===== src/design/vldu_pkg.sv =====
package vldu_pkg;

  ////////////////////////////////////////////////////////////////////////////
  // Geometry

  // Lanes and bytes per lane word
  localparam int unsigned NR_LANES   = 4;
  localparam int unsigned LANE_BYTES = 8;
  // One register-file word spans every lane
  localparam int unsigned WORD_BYTES = NR_LANES * LANE_BYTES;
  // Read beats are one lane word wide
  localparam int unsigned BEAT_BYTES = 8;
  localparam int unsigned VLEN       = 512;
  // Words of one vector register held by each lane
  localparam int unsigned VREG_WORDS = VLEN / 8 / WORD_BYTES;
  localparam int unsigned NR_VINSN   = 8;

  ////////////////////////////////////////////////////////////////////////////
  // Types

  typedef logic [$clog2(NR_VINSN)-1:0] vid_t;
  typedef logic [4:0]                  vreg_t;
  typedef logic [6:0]                  vl_t;
  // Element width code, log2 of bytes per element
  typedef logic [1:0]                  vsew_t;
  typedef logic [6:0]                  bytes_t;
  typedef logic [5:0]                  vaddr_t;
  typedef logic [8*BEAT_BYTES-1:0]     beat_t;
  typedef logic [8*LANE_BYTES-1:0]     lane_data_t;
  typedef logic [LANE_BYTES-1:0]       lane_strb_t;
  // Beats in the burst minus one
  typedef logic [7:0]                  burst_len_t;
  typedef logic [NR_VINSN-1:0]         insn_done_t;

  typedef struct packed {
    vid_t  id;
    vreg_t vd;
    vl_t   vl;
    vsew_t vsew;
  } insn_t;

  typedef struct packed {
    burst_len_t len;
  } burst_t;

  // One lane's share of a register-file write
  typedef struct packed {
    vid_t       id;
    vaddr_t     addr;
    lane_data_t wdata;
    lane_strb_t be;
  } lane_result_t;

  // Total bytes moved by a load
  function automatic bytes_t insn_bytes(insn_t insn);
    return bytes_t'(insn.vl) << insn.vsew;
  endfunction

endpackage


===== src/design/vldu_insn_queue.sv =====
module vldu_insn_queue #(
  parameter int unsigned InsnQueueDepth = 4
) (
  input  logic                 clk_i,
  input  logic                 rst_ni,
  // Sequencer requests
  input  vldu_pkg::insn_t      pe_req_i,
  input  logic                 pe_req_valid_i,
  output logic                 pe_req_ready_o,
  // Towards the beat unpacker
  output vldu_pkg::insn_t      issue_insn_o,
  output logic                 issue_valid_o,
  input  logic                 issue_done_i,
  // From the result queue
  input  logic                 word_pop_i,
  // Completion
  output vldu_pkg::insn_done_t pe_resp_o,
  output logic                 load_complete_o
);
  import vldu_pkg::*;

  localparam int unsigned IdxW = (InsnQueueDepth > 1) ? $clog2(InsnQueueDepth) : 1;
  localparam int unsigned CntW = $clog2(InsnQueueDepth + 1);

  ////////////////////////////////////////////////////////////////////////////
  // Instruction storage

  insn_t [InsnQueueDepth-1:0] queue_q;

  // One pointer per phase
  logic [IdxW-1:0] accept_pnt_q, accept_pnt_d;
  logic [IdxW-1:0] issue_pnt_q, issue_pnt_d;
  logic [IdxW-1:0] commit_pnt_q, commit_pnt_d;
  // Instructions still waiting to issue or commit
  logic [CntW-1:0] issue_cnt_q, issue_cnt_d;
  logic [CntW-1:0] commit_cnt_q, commit_cnt_d;

  // Ids in flight
  logic [NR_VINSN-1:0] running_q, running_d;
  // Bytes of the head instruction not yet written back
  bytes_t              commit_bytes_q, commit_bytes_d;
  insn_done_t          pe_resp_d;

  logic  accept;
  logic  commit_valid;
  insn_t commit_insn;

  // Full once every slot waits for commit
  assign pe_req_ready_o = (commit_cnt_q != CntW'(InsnQueueDepth));
  assign accept         = pe_req_valid_i && pe_req_ready_o && !running_q[pe_req_i.id];

  assign issue_insn_o  = queue_q[issue_pnt_q];
  assign issue_valid_o = (issue_cnt_q != '0);

  assign commit_insn  = queue_q[commit_pnt_q];
  assign commit_valid = (commit_cnt_q != '0);

  ////////////////////////////////////////////////////////////////////////////
  // Pointer and count update

  always_comb begin
    accept_pnt_d    = accept_pnt_q;
    issue_pnt_d     = issue_pnt_q;
    commit_pnt_d    = commit_pnt_q;
    issue_cnt_d     = issue_cnt_q;
    commit_cnt_d    = commit_cnt_q;
    running_d       = running_q;
    commit_bytes_d  = commit_bytes_q;
    pe_resp_d       = '0;
    load_complete_o = 1'b0;

    // Unpacker finished the issue head
    if (issue_done_i) begin
      issue_pnt_d = (issue_pnt_q == IdxW'(InsnQueueDepth - 1)) ? '0 : issue_pnt_q + 1'b1;
      issue_cnt_d = issue_cnt_d - 1'b1;
    end

    // One word retired, floor at zero on a partial last word
    if (word_pop_i) begin
      commit_bytes_d = (commit_bytes_q > bytes_t'(WORD_BYTES)) ?
                       commit_bytes_q - bytes_t'(WORD_BYTES) : '0;
    end

    // Head instruction fully written
    if (commit_valid && (commit_bytes_d == '0)) begin
      pe_resp_d[commit_insn.id] = 1'b1;
      load_complete_o           = 1'b1;
      // Frees the id for a later request
      running_d[commit_insn.id] = 1'b0;
      commit_cnt_d = commit_cnt_d - 1'b1;
      commit_pnt_d = (commit_pnt_q == IdxW'(InsnQueueDepth - 1)) ? '0 : commit_pnt_q + 1'b1;
      // Next head, if any, provides the new byte count
      if (commit_cnt_d != '0) begin
        commit_bytes_d = insn_bytes(queue_q[commit_pnt_d]);
      end
    end

    // New instruction
    if (accept) begin
      running_d[pe_req_i.id] = 1'b1;
      // Becomes the commit head straight away when nothing else waits
      if (commit_cnt_d == '0) begin
        commit_bytes_d = insn_bytes(pe_req_i);
      end
      accept_pnt_d = (accept_pnt_q == IdxW'(InsnQueueDepth - 1)) ? '0 : accept_pnt_q + 1'b1;
      issue_cnt_d  = issue_cnt_d + 1'b1;
      commit_cnt_d = commit_cnt_d + 1'b1;
    end
  end

  ////////////////////////////////////////////////////////////////////////////
  // Registers

  always_ff @(posedge clk_i) begin
    if (accept) begin
      queue_q[accept_pnt_q] <= pe_req_i;
    end
  end

  always_ff @(posedge clk_i or negedge rst_ni) begin
    if (!rst_ni) begin
      accept_pnt_q   <= '0;
      issue_pnt_q    <= '0;
      commit_pnt_q   <= '0;
      issue_cnt_q    <= '0;
      commit_cnt_q   <= '0;
      running_q      <= '0;
      commit_bytes_q <= '0;
      pe_resp_o      <= '0;
    end else begin
      accept_pnt_q   <= accept_pnt_d;
      issue_pnt_q    <= issue_pnt_d;
      commit_pnt_q   <= commit_pnt_d;
      issue_cnt_q    <= issue_cnt_d;
      commit_cnt_q   <= commit_cnt_d;
      running_q      <= running_d;
      commit_bytes_q <= commit_bytes_d;
      // Done bit trails the commit by one cycle
      pe_resp_o      <= pe_resp_d;
    end
  end

endmodule


===== src/design/vldu_beat_unpacker.sv =====
module vldu_beat_unpacker (
  input  logic                                            clk_i,
  input  logic                                            rst_ni,
  // Issue head from the instruction queue
  input  vldu_pkg::insn_t                                 issue_insn_i,
  input  logic                                            issue_valid_i,
  output logic                                            issue_done_o,
  // Address generator
  input  vldu_pkg::burst_t                                burst_i,
  input  logic                                            burst_valid_i,
  output logic                                            burst_ready_o,
  // Read data
  input  vldu_pkg::beat_t                                 r_data_i,
  input  logic                                            r_valid_i,
  output logic                                            r_ready_o,
  // Result queue
  input  logic                                            queue_full_i,
  output logic                                            word_push_o,
  output vldu_pkg::lane_result_t [vldu_pkg::NR_LANES-1:0] push_result_o
);
  import vldu_pkg::*;

  // Each full beat lands in exactly one lane
  localparam int unsigned LaneLsb = $clog2(LANE_BYTES);
  localparam int unsigned LaneW   = $clog2(NR_LANES);

  ////////////////////////////////////////////////////////////////////////////
  // Packing state

  // Set while the counters wait for the next issue head
  logic       fresh_q;
  // Bytes left from the start of the current word
  bytes_t     rem_q, rem_eff;
  // Next free byte in the current word
  bytes_t     pnt_q, pnt_eff, pnt_next;
  // Word offset within the destination register
  vaddr_t     off_q, off_eff;
  burst_len_t beat_cnt_q;
  // Lane data gathered so far
  lane_data_t [NR_LANES-1:0] word_q;

  logic             fire;
  logic             insn_end;
  logic             word_full;
  logic [LaneW-1:0] lane_sel;

  always_comb begin
    // A fresh head starts at byte zero of word zero
    rem_eff  = fresh_q ? insn_bytes(issue_insn_i) : rem_q;
    pnt_eff  = fresh_q ? '0 : pnt_q;
    off_eff  = fresh_q ? '0 : off_q;
    pnt_next = pnt_eff + bytes_t'(BEAT_BYTES);
    lane_sel = pnt_eff[LaneLsb +: LaneW];

    // Beat needs data, its burst, an instruction and room downstream
    fire      = r_valid_i && burst_valid_i && issue_valid_i && !queue_full_i;
    insn_end  = (pnt_next >= rem_eff);
    word_full = (pnt_next == bytes_t'(WORD_BYTES));

    r_ready_o     = fire;
    burst_ready_o = fire && (beat_cnt_q == burst_i.len);
    word_push_o   = fire && (insn_end || word_full);
    issue_done_o  = fire && insn_end;
  end

  ////////////////////////////////////////////////////////////////////////////
  // Word assembly

  always_comb begin
    for (int l = 0; l < NR_LANES; l++) begin
      push_result_o[l].id    = issue_insn_i.id;
      push_result_o[l].addr  = vaddr_t'(issue_insn_i.vd * VREG_WORDS) + off_eff;
      // Current beat bypasses the buffer
      push_result_o[l].wdata = (fire && (lane_sel == LaneW'(l))) ? r_data_i : word_q[l];
      // Only bytes inside the instruction get written
      for (int b = 0; b < LANE_BYTES; b++) begin
        push_result_o[l].be[b] = (bytes_t'(l * LANE_BYTES + b) < rem_eff);
      end
    end
  end

  always_ff @(posedge clk_i) begin
    if (fire) begin
      word_q[lane_sel] <= r_data_i;
    end
  end

  always_ff @(posedge clk_i or negedge rst_ni) begin
    if (!rst_ni) begin
      fresh_q    <= 1'b1;
      rem_q      <= '0;
      pnt_q      <= '0;
      off_q      <= '0;
      beat_cnt_q <= '0;
    end else if (fire) begin
      // Last beat of the instruction rearms the load
      fresh_q <= insn_end;
      if (word_push_o) begin
        pnt_q <= '0;
        rem_q <= rem_eff - bytes_t'(WORD_BYTES);
        off_q <= off_eff + 1'b1;
      end else begin
        pnt_q <= pnt_next;
        rem_q <= rem_eff;
        off_q <= off_eff;
      end
      // Beat count restarts with every burst
      beat_cnt_q <= burst_ready_o ? '0 : beat_cnt_q + 1'b1;
    end
  end

endmodule


===== src/design/vldu_result_queue.sv =====
module vldu_result_queue #(
  parameter int unsigned ResultQueueDepth = 2
) (
  input  logic                                            clk_i,
  input  logic                                            rst_ni,
  // From the beat unpacker
  input  logic                                            word_push_i,
  input  vldu_pkg::lane_result_t [vldu_pkg::NR_LANES-1:0] push_result_i,
  output logic                                            queue_full_o,
  // Lane write ports
  output logic                   [vldu_pkg::NR_LANES-1:0] lane_req_o,
  output vldu_pkg::lane_result_t [vldu_pkg::NR_LANES-1:0] lane_result_o,
  input  logic                   [vldu_pkg::NR_LANES-1:0] lane_gnt_i,
  // Entry retired
  output logic                                            word_pop_o
);
  import vldu_pkg::*;

  localparam int unsigned IdxW = (ResultQueueDepth > 1) ? $clog2(ResultQueueDepth) : 1;
  localparam int unsigned CntW = $clog2(ResultQueueDepth + 1);

  ////////////////////////////////////////////////////////////////////////////
  // Storage

  lane_result_t [ResultQueueDepth-1:0][NR_LANES-1:0] data_q;
  // Lanes still to grant, per entry
  logic [ResultQueueDepth-1:0][NR_LANES-1:0] valid_q, valid_d;

  logic [IdxW-1:0] wr_pnt_q, wr_pnt_d;
  logic [IdxW-1:0] rd_pnt_q, rd_pnt_d;
  logic [CntW-1:0] cnt_q, cnt_d;

  assign queue_full_o  = (cnt_q == CntW'(ResultQueueDepth));
  // Head entry faces the lanes
  assign lane_req_o    = valid_q[rd_pnt_q];
  assign lane_result_o = data_q[rd_pnt_q];

  always_comb begin
    valid_d    = valid_q;
    wr_pnt_d   = wr_pnt_q;
    rd_pnt_d   = rd_pnt_q;
    cnt_d      = cnt_q;
    word_pop_o = 1'b0;

    // Each grant drops that lane's request
    for (int l = 0; l < NR_LANES; l++) begin
      if (lane_req_o[l] && lane_gnt_i[l]) begin
        valid_d[rd_pnt_q][l] = 1'b0;
      end
    end

    // Retire in the same cycle as the last grant
    if ((cnt_q != '0) && (valid_d[rd_pnt_q] == '0)) begin
      word_pop_o = 1'b1;
      rd_pnt_d   = (rd_pnt_q == IdxW'(ResultQueueDepth - 1)) ? '0 : rd_pnt_q + 1'b1;
      cnt_d      = cnt_d - 1'b1;
    end

    // New word requests on every lane
    if (word_push_i) begin
      valid_d[wr_pnt_q] = '1;
      wr_pnt_d = (wr_pnt_q == IdxW'(ResultQueueDepth - 1)) ? '0 : wr_pnt_q + 1'b1;
      cnt_d    = cnt_d + 1'b1;
    end
  end

  always_ff @(posedge clk_i) begin
    if (word_push_i) begin
      data_q[wr_pnt_q] <= push_result_i;
    end
  end

  always_ff @(posedge clk_i or negedge rst_ni) begin
    if (!rst_ni) begin
      valid_q  <= '0;
      wr_pnt_q <= '0;
      rd_pnt_q <= '0;
      cnt_q    <= '0;
    end else begin
      valid_q  <= valid_d;
      wr_pnt_q <= wr_pnt_d;
      rd_pnt_q <= rd_pnt_d;
      cnt_q    <= cnt_d;
    end
  end

endmodule


===== src/design/vldu_top.sv =====
module vldu_top #(
  parameter int unsigned InsnQueueDepth   = 4,
  parameter int unsigned ResultQueueDepth = 2
) (
  input  logic                                            clk_i,
  input  logic                                            rst_ni,
  // Sequencer
  input  vldu_pkg::insn_t                                 pe_req_i,
  input  logic                                            pe_req_valid_i,
  output logic                                            pe_req_ready_o,
  output vldu_pkg::insn_done_t                            pe_resp_o,
  output logic                                            load_complete_o,
  // Address generator
  input  vldu_pkg::burst_t                                burst_i,
  input  logic                                            burst_valid_i,
  output logic                                            burst_ready_o,
  // Read data
  input  vldu_pkg::beat_t                                 r_data_i,
  input  logic                                            r_valid_i,
  output logic                                            r_ready_o,
  // Lanes
  output logic                   [vldu_pkg::NR_LANES-1:0] lane_req_o,
  output vldu_pkg::lane_result_t [vldu_pkg::NR_LANES-1:0] lane_result_o,
  input  logic                   [vldu_pkg::NR_LANES-1:0] lane_gnt_i
);
  import vldu_pkg::*;

  // Issue handshake
  insn_t issue_insn;
  logic  issue_valid;
  logic  issue_done;

  // Word path between unpacker and result queue
  logic                         word_push;
  lane_result_t [NR_LANES-1:0]  push_result;
  logic                         queue_full;
  logic                         word_pop;

  vldu_insn_queue #(
    .InsnQueueDepth (InsnQueueDepth)
  ) i_insn_queue (
    .clk_i           (clk_i),
    .rst_ni          (rst_ni),
    .pe_req_i        (pe_req_i),
    .pe_req_valid_i  (pe_req_valid_i),
    .pe_req_ready_o  (pe_req_ready_o),
    .issue_insn_o    (issue_insn),
    .issue_valid_o   (issue_valid),
    .issue_done_i    (issue_done),
    .word_pop_i      (word_pop),
    .pe_resp_o       (pe_resp_o),
    .load_complete_o (load_complete_o)
  );

  vldu_beat_unpacker i_beat_unpacker (
    .clk_i         (clk_i),
    .rst_ni        (rst_ni),
    .issue_insn_i  (issue_insn),
    .issue_valid_i (issue_valid),
    .issue_done_o  (issue_done),
    .burst_i       (burst_i),
    .burst_valid_i (burst_valid_i),
    .burst_ready_o (burst_ready_o),
    .r_data_i      (r_data_i),
    .r_valid_i     (r_valid_i),
    .r_ready_o     (r_ready_o),
    .queue_full_i  (queue_full),
    .word_push_o   (word_push),
    .push_result_o (push_result)
  );

  vldu_result_queue #(
    .ResultQueueDepth (ResultQueueDepth)
  ) i_result_queue (
    .clk_i         (clk_i),
    .rst_ni        (rst_ni),
    .word_push_i   (word_push),
    .push_result_i (push_result),
    .queue_full_o  (queue_full),
    .lane_req_o    (lane_req_o),
    .lane_result_o (lane_result_o),
    .lane_gnt_i    (lane_gnt_i),
    .word_pop_o    (word_pop)
  );

endmodule


===== config.mk =====
export PLATFORM = sky130hd
export DESIGN_NAME = vldu_top
export DESIGN_NICKNAME = d
export VERILOG_FILES = /design/src/design/vldu_pkg.sv /design/src/design/vldu_insn_queue.sv /design/src/design/vldu_beat_unpacker.sv /design/src/design/vldu_result_queue.sv /design/src/design/vldu_top.sv
export SDC_FILE = /design/constraint.sdc
export NUM_CORES = 1
export LEC_CHECK = 0
export BUFFER_PORTS_ARGS = -buffer_cell sky130_fd_sc_hd__buf_2
export CORE_MARGIN = 4
export CORE_UTILIZATION = 59
export CTS_CLUSTER_SIZE = 40
export DETAILED_ROUTE_END_ITERATION = 10
export GPL_TIMING_DRIVEN = 0
export HOLD_SLACK_MARGIN = 0.12
export PLACE_DENSITY = 0.8
export REMOVE_ABC_BUFFERS = 1
export SLEW_MARGIN = 15
export SYNTH_ARGS = -nofsm -noshare
export SYNTH_HDL_FRONTEND = slang
export SYNTH_HIERARCHICAL = 1
export SYNTH_SLANG_ARGS = --single-unit
export TNS_END_PERCENT = 20

===== constraint.sdc =====
create_clock -name clk_i -period 16 [get_ports clk_i]
set_input_delay 3.2 -clock clk_i [delete_from_list [all_inputs] [get_ports clk_i]]
set_output_delay 3.2 -clock clk_i [all_outputs]
set_load 0.02 [all_outputs]

### After elaboration in Yosys (flattened, before gate mapping)

Index checks and enable logic that the tools add are counted.

| storage, ports and cells | value |
|---|---|
| register bits | 1048 |
| input bits | 98 |

| operators by class | value |
|---|---|
| reduce and logical (&&, ||, !) cells | 35 |
| magnitude comparators | 49 |
| add/sub/neg operators | 17 |
| equality and inequality tests | 10 |
| shift operators | 3 |
| bitwise gates (word level) | 12 |
| muxes and demuxes | 75 |

Operators by type and width:

| operator | count |
|---|---|
| 324-bit 2-to-1 mux | 3 |
| 648-bit bitwise mux | 1 |
| 324-bit demux with 1-bit select | 1 |
| 64-bit 2-to-1 mux | 5 |
| 256-bit bitwise mux | 1 |
| 64-bit demux with 2-bit select | 1 |
| 5-bit by 7-bit less-than comparator with 1-bit output, first input constant | 16 |
| 17-bit binary-select mux with 2-bit select | 3 |
| 8-bit 2-to-1 mux | 9 |
| 7-bit 2-to-1 mux | 10 |
| 68-bit bitwise mux | 1 |
| 4-bit by 7-bit less-than comparator with 1-bit output, first input constant | 8 |
| 17-bit 2-to-1 mux | 3 |
| 8-bit bitwise AND | 5 |
| 8-bit inverter | 5 |
| 17-bit demux with 2-bit select | 1 |
| 3-bit by 7-bit less-than comparator with 1-bit output, first input constant | 4 |
| 1-bit logical AND | 24 |
| 4-bit 2-to-1 mux | 6 |
| 7-bit by 2-bit << shifter with 7-bit output | 3 |
| 4-bit demux with 1-bit select | 5 |
| 8-bit OR | 2 |
| 2-bit by 3-bit less-than comparator with 1-bit output, second input constant | 5 |
| 3-bit 2-to-1 mux | 5 |
| other kinds (38) | 74 |

### Depth between registers and ports, before layout

| depth | value |
|---|---|
| depth after elaboration | 25 |
| depth in mapped cells | 19 |
| depth with buffers taken out | 16 |

### Modules after synthesis

Netlist, hierarchy kept.

Modules (own cells, without submodules):

| module | area an instance (um^2) | times used | cells each | sequential area each (um^2) |
|---|---|---|---|---|
| vldu_result_queue | 23889.2 | 1 | 1073 | 19759.0 |
| vldu_beat_unpacker | 13434.1 | 1 | 1268 | 8414.3 |
| vldu_insn_queue | 4867.2 | 1 | 305 | 2917.8 |

### Worst setup path after synthesis

Ideal clock, no wire load.

| path | value |
|---|---|
| kind | reg2reg |
| from | reg i_insn_queue.issue_pnt_q[0] |
| to | reg i_result_queue/data_q[324] (netlist bit), enable pin |
| path buffers | 2 |
| arrival | 10.379 ns |
| required time | 15.327 ns |
| library setup time | 0.673 ns |
| setup slack | 4.949 ns |
| clock period less this slack | 11.051 ns |
| stages on the path, launching flop included | 14 |
| cells stage by stage | dfrtp_1 > clkbuf_1 > mux4_2 > buf_6 > mux4_2 > a21oi_1 > ha_1 > o221ai_1 > a211o_1 > a2111oi_4 > nor2_2 > nor2_1 > nand2_1 > inv_1 |

RTL lines:

| element | RTL line | source |
|---|---|---|
| start, declared | vldu_insn_queue.sv:32 | `logic [IdxW-1:0] issue_pnt_q, issue_pnt_d;` |
| start signal, assigned | vldu_insn_queue.sv:132 | `issue_pnt_q <= issue_pnt_d;` |
| end signal, assigned by index | vldu_result_queue.sv:69 | `data_q[wr_pnt_q] <= push_result_i;` |
| end, declared | vldu_result_queue.sv:25 | `lane_result_t [ResultQueueDepth-1:0][NR_LANES-1:0] data_q;` |

### Worst setup path in the final report

| path | value |
|---|---|
| from | in burst_valid_i |
| to | out burst_ready_o |

| on the way | value |
|---|---|
| longest elaborated chain between the ends | 4 |

Ends and longest elaborated chain:

| element | RTL line | source |
|---|---|---|
| start, declared | vldu_top.sv:15 | `input logic burst_valid_i,` |
| 1-bit logical AND (3 in series) | vldu_beat_unpacker.sv:56 | `fire = r_valid_i && burst_valid_i && issue_valid_i && !queue_full_i;` |
| 1-bit logical AND | vldu_beat_unpacker.sv:61 | `burst_ready_o = fire && (beat_cnt_q == burst_i.len);` |
| end, declared | vldu_top.sv:16 | `output logic burst_ready_o,` |

No other way between the ends.

==> run summary <==
Total grt overflow -> 0
Final Setup Violations -> 0
IO Count -> 438
HPWL Detailed -> 56300 um
Post-synth ARST share -> 7.252%
Setup CP Type -> primary input to output pin
I/O Buffers -> 437
RePlAce Congestion -> 0.8034
DR WL/cell -> 22.09 um
R2r worst-path depth -> 13
Drt pass-1 iters -> 7
Startpoint types -> primary input
Total number of vias -> 23640
Post-route cell area -> 49070 um2
Crit path arrival time -> 5890 ps
Slew Viols, Final -> 0
Power Dens Cells -> 190.0 nW/um2
CTS buffer count -> 103
Yosys Warn Count -> 6
Layout Skew -> 35.57 ps
Status -> finished, final reports clean
Met3 wire length -> 6861 um
CTS sink cnt -> 1048
Initial DRC count -> 2024
Worst Path Required -> 12800 ps
Core Area -> 70510 um2
Initial antenna violation count -> 13
Max Clk Rate -> 110.1 MHz
Crit path to -> burst_ready_o
Main synth FF type -> edfxtp_1
Met2 wire length -> 46300 um
Root Buffer -> clkbuf_16
Synth-to-Final Area Change -> 16.30%
Final WL -> 90760 um
PostCTS Resize Cnt -> 0
Pin count of the biggest net entering global routing -> 111
Synth unique cells -> 67
Final core utilization -> 69.58%
Hold Crit Class -> flop to flop
R2r setup slk -> 8940 ps
Placement-stage cell area -> 45660 um2
CP endpoint kind -> output pin
Clock Latency Late Sink -> 660 ps
CTS tree -> built
Instance count on the critical path -> 6
RSZ-0062 raised after global routing -> no
Crit-path slowest cell -> inv_1
CTS H-tree lvls -> 3
Syn Inst Count -> 2646
Number of flops mapped to enable cells by yosys -> 972
Layout cells sized above 1 -> 34.58%
Worst-case clock buffer depth -> 3
Final Hold Viols -> 0
Cell Chain, Critical Path -> buf_2, nand4b_1, inv_1, nand3_1, nor4_2, buf_2
DIE WIDTH -> 275.4 um
Slowest stage delay, CP -> 860 ps
Die ar. -> 75850 um2
First-pass GRT wire length -> 136800 um
DR vias/cell -> 5.752
Max Cap Viol -> 0
Crit path max fanout -> 15
Fin Setup TNS -> 0 ps
Register bit count reported by yosys -> 1048
Final min period -> 9086 ps
Drt drc -> 0
Nets -> 3200
Crit-path leading delay family -> simple AND/OR/NAND/NOR gates
Vias in the first global route -> 24100
R2r startpoint -> i_insn_queue/issue_pnt_q[1]
Clock Pin Slew Worst Setup and Hold Paths -> 60 ps
Die Ht -> 275.4 um
Slew at the pin closest to its max-slew limit -> 986.2 ps
Initial core utilization -> 59.83%
Max IR drop VDD -> 0.1662 mV
Total power -> 0.009323 W
Sequential area share after synthesis -> 73.69%
Launch point of the worst path -> burst_valid_i
Placed cell count -> 3909
Post-Syn Area per Cell -> 15.94 um2
Final period utilization -> 56.79%
Slew HR -> 34.25%
Row cnt -> 97
Cell Area, Synth -> 42190 um2
Final Non-Filler Cells -> 4109
Hold-fix buffers, CTS -> 0
Hold Path Origin -> i_result_queue/valid_q[7]
Worst path most repeated cell -> buf_2
CP bufs+invs -> 3
Leakage -> 18.19 nW
Post-DRT Antenna Nets -> 0
Met1 wire length -> 34060 um
Top sig layer -> met5
GRT Total Usage -> 23.42%
# Post-CTS Setup Buffers -> 0
Worst reg2reg endpoint -> i_result_queue/data_q[352]
## layer usage
layer | global-route usage [%] | up-vias
met4 | 9.204 | 12
met1 | 29.50 | 11890
met3 | 4.442 | 213
met2 | 40.55 | 956
met5 | 0 | -
li1 | - | 10570
## worst min path at each step
stage,slack (ps),to,cells after the start
final,490,i_result_queue/valid_q[7],2
after global routing,500,i_result_queue/valid_q[5],2
after CTS,480,i_result_queue/valid_q[5],2
after detailed placement,470,i_result_queue/valid_q[5],2
after global placement,450,i_result_queue/valid_q[4],2
after floorplan,440,i_result_queue/valid_q[4],2
## area by class of cell
class / count / area (um2)
fillers: 4402 / 21450
well taps: 940 / 1176
inverters: 41 / 191.4
multi-input cells: 1414 / 10280
clock inverters: 58 / 596.8
clock buffers: 131 / 2775
flip-flops and latches: 1048 / 31100
repair buffers: 466 / 2927
diodes: 11 / 27.53
## synthesized netlist by cell type (all sizes together) (3+ instances only)
| cell | instances | area share, % |
|---|---|---|
| or3 | 5 | 0.074 |
| edfxtp | 972 | 69 |
| nand3 | 14 | 0.17 |
| nand2 | 642 | 5.7 |
| xnor2 | 18 | 0.37 |
| nand3b | 3 | 0.053 |
| nand2b | 18 | 0.27 |
| dfrtp | 75 | 4.4 |
| a21oi | 13 | 0.15 |
| a22o | 3 | 0.062 |
| inv | 41 | 0.36 |
| mux2 | 416 | 11 |
| o31ai | 5 | 0.12 |
| nand4 | 4 | 0.059 |
| clkbuf | 70 | 0.62 |
| mux4 | 35 | 1.9 |
| buf | 73 | 1.1 |
| mux2i | 18 | 0.46 |
| xor2 | 16 | 0.33 |
| o21ai | 49 | 0.58 |
| nor3 | 5 | 0.086 |
| a211oi | 5 | 0.10 |
| nor4 | 4 | 0.059 |
| nor2b | 16 | 0.26 |
| nor2 | 43 | 0.39 |
| or2 | 3 | 0.044 |
| a21o | 9 | 0.16 |
| and2 | 11 | 0.16 |
| ha | 27 | 0.80 |
## stage by stage
stage / setup slack, ps / hold WS, ps
finish: 6914 / 489.1
global route: 6755 / 496.0
CTS: 6623 / 484.0
detailed placement: 6611 / 467.7
global placement: -5345 / 452.5
floorplan: 3469 / 440.0
## logic make-up after synthesis
| family | synth area share [%] |
|---|---|
| mux | 13.45 |
| fa+ha+maj | 0.8482 |
| buf+inv | 2.052 |
| compound gates | 1.729 |
| simple gates | 7.473 |
| flops | 73.69 |
| xor+xnor | 0.7592 |
## sequential cells by signal, summed over array words and instances (netlist names), 3 cells and up
signal	count
i_beat_unpacker/word_q	256
i_insn_queue/issue_cnt_q	3
i_beat_unpacker/pnt_q	7
i_beat_unpacker/rem_q	7
i_beat_unpacker/off_q	6
i_insn_queue/commit_bytes_q	7
i_insn_queue/running_q	8
i_result_queue/valid_q	8
i_insn_queue/queue_q	68
i_insn_queue/commit_cnt_q	3
i_beat_unpacker/beat_cnt_q	8
i_result_queue/data_q	648
i_insn_queue/pe_resp_o	8
## worst reg2reg max path, cell delays in order (launching register included)
cell       delay, ps
dfrtp_1          920
mux4_2           580
mux4_2           590
a21oi_1          640
ha_1             300
o221ai_1         130
a211o_1          350
a2111oi_4        480
nor2_2           230
nor2_1           680
nand2_1          400
inv_8            440
buf_16           340
buf_16           540
## power breakdown
group	leakage [nW]	internal, W	total, W	switching, W
sequential	9.73	0.00367	0.00387	0.000203
combinational	6.81	0.00116	0.00309	0.00192
clock	1.65	0.00137	0.00237	0.000991
total	18.2	0.00621	0.00932	0.00312
## layout by cell type (no fill, tap or decap), types with 5 or more instances in the layout
cell type	count
inv_1	36
buf_12	6
a21oi_1	13
clkbuf_8	5
dfrtp_1	73
o21ai_0	48
xnor2_1	18
nand3_1	13
ha_1	27
clkinv_2	21
xor2_1	16
diode_2	11
clkbuf_1	21
edfxtp_1	972
clkinv_1	20
clkbuf_16	105
inv_8	5
nor2_1	41
nor2b_1	15
bufinv_16	9
mux4_2	35
nand2b_1	18
buf_16	22
mux2i_1	17
nand2_1	642
and2_1	11
a21o_1	9
mux2_2	414
buf_2	436
No activity file was read; power rests on OpenSTA's default activity.
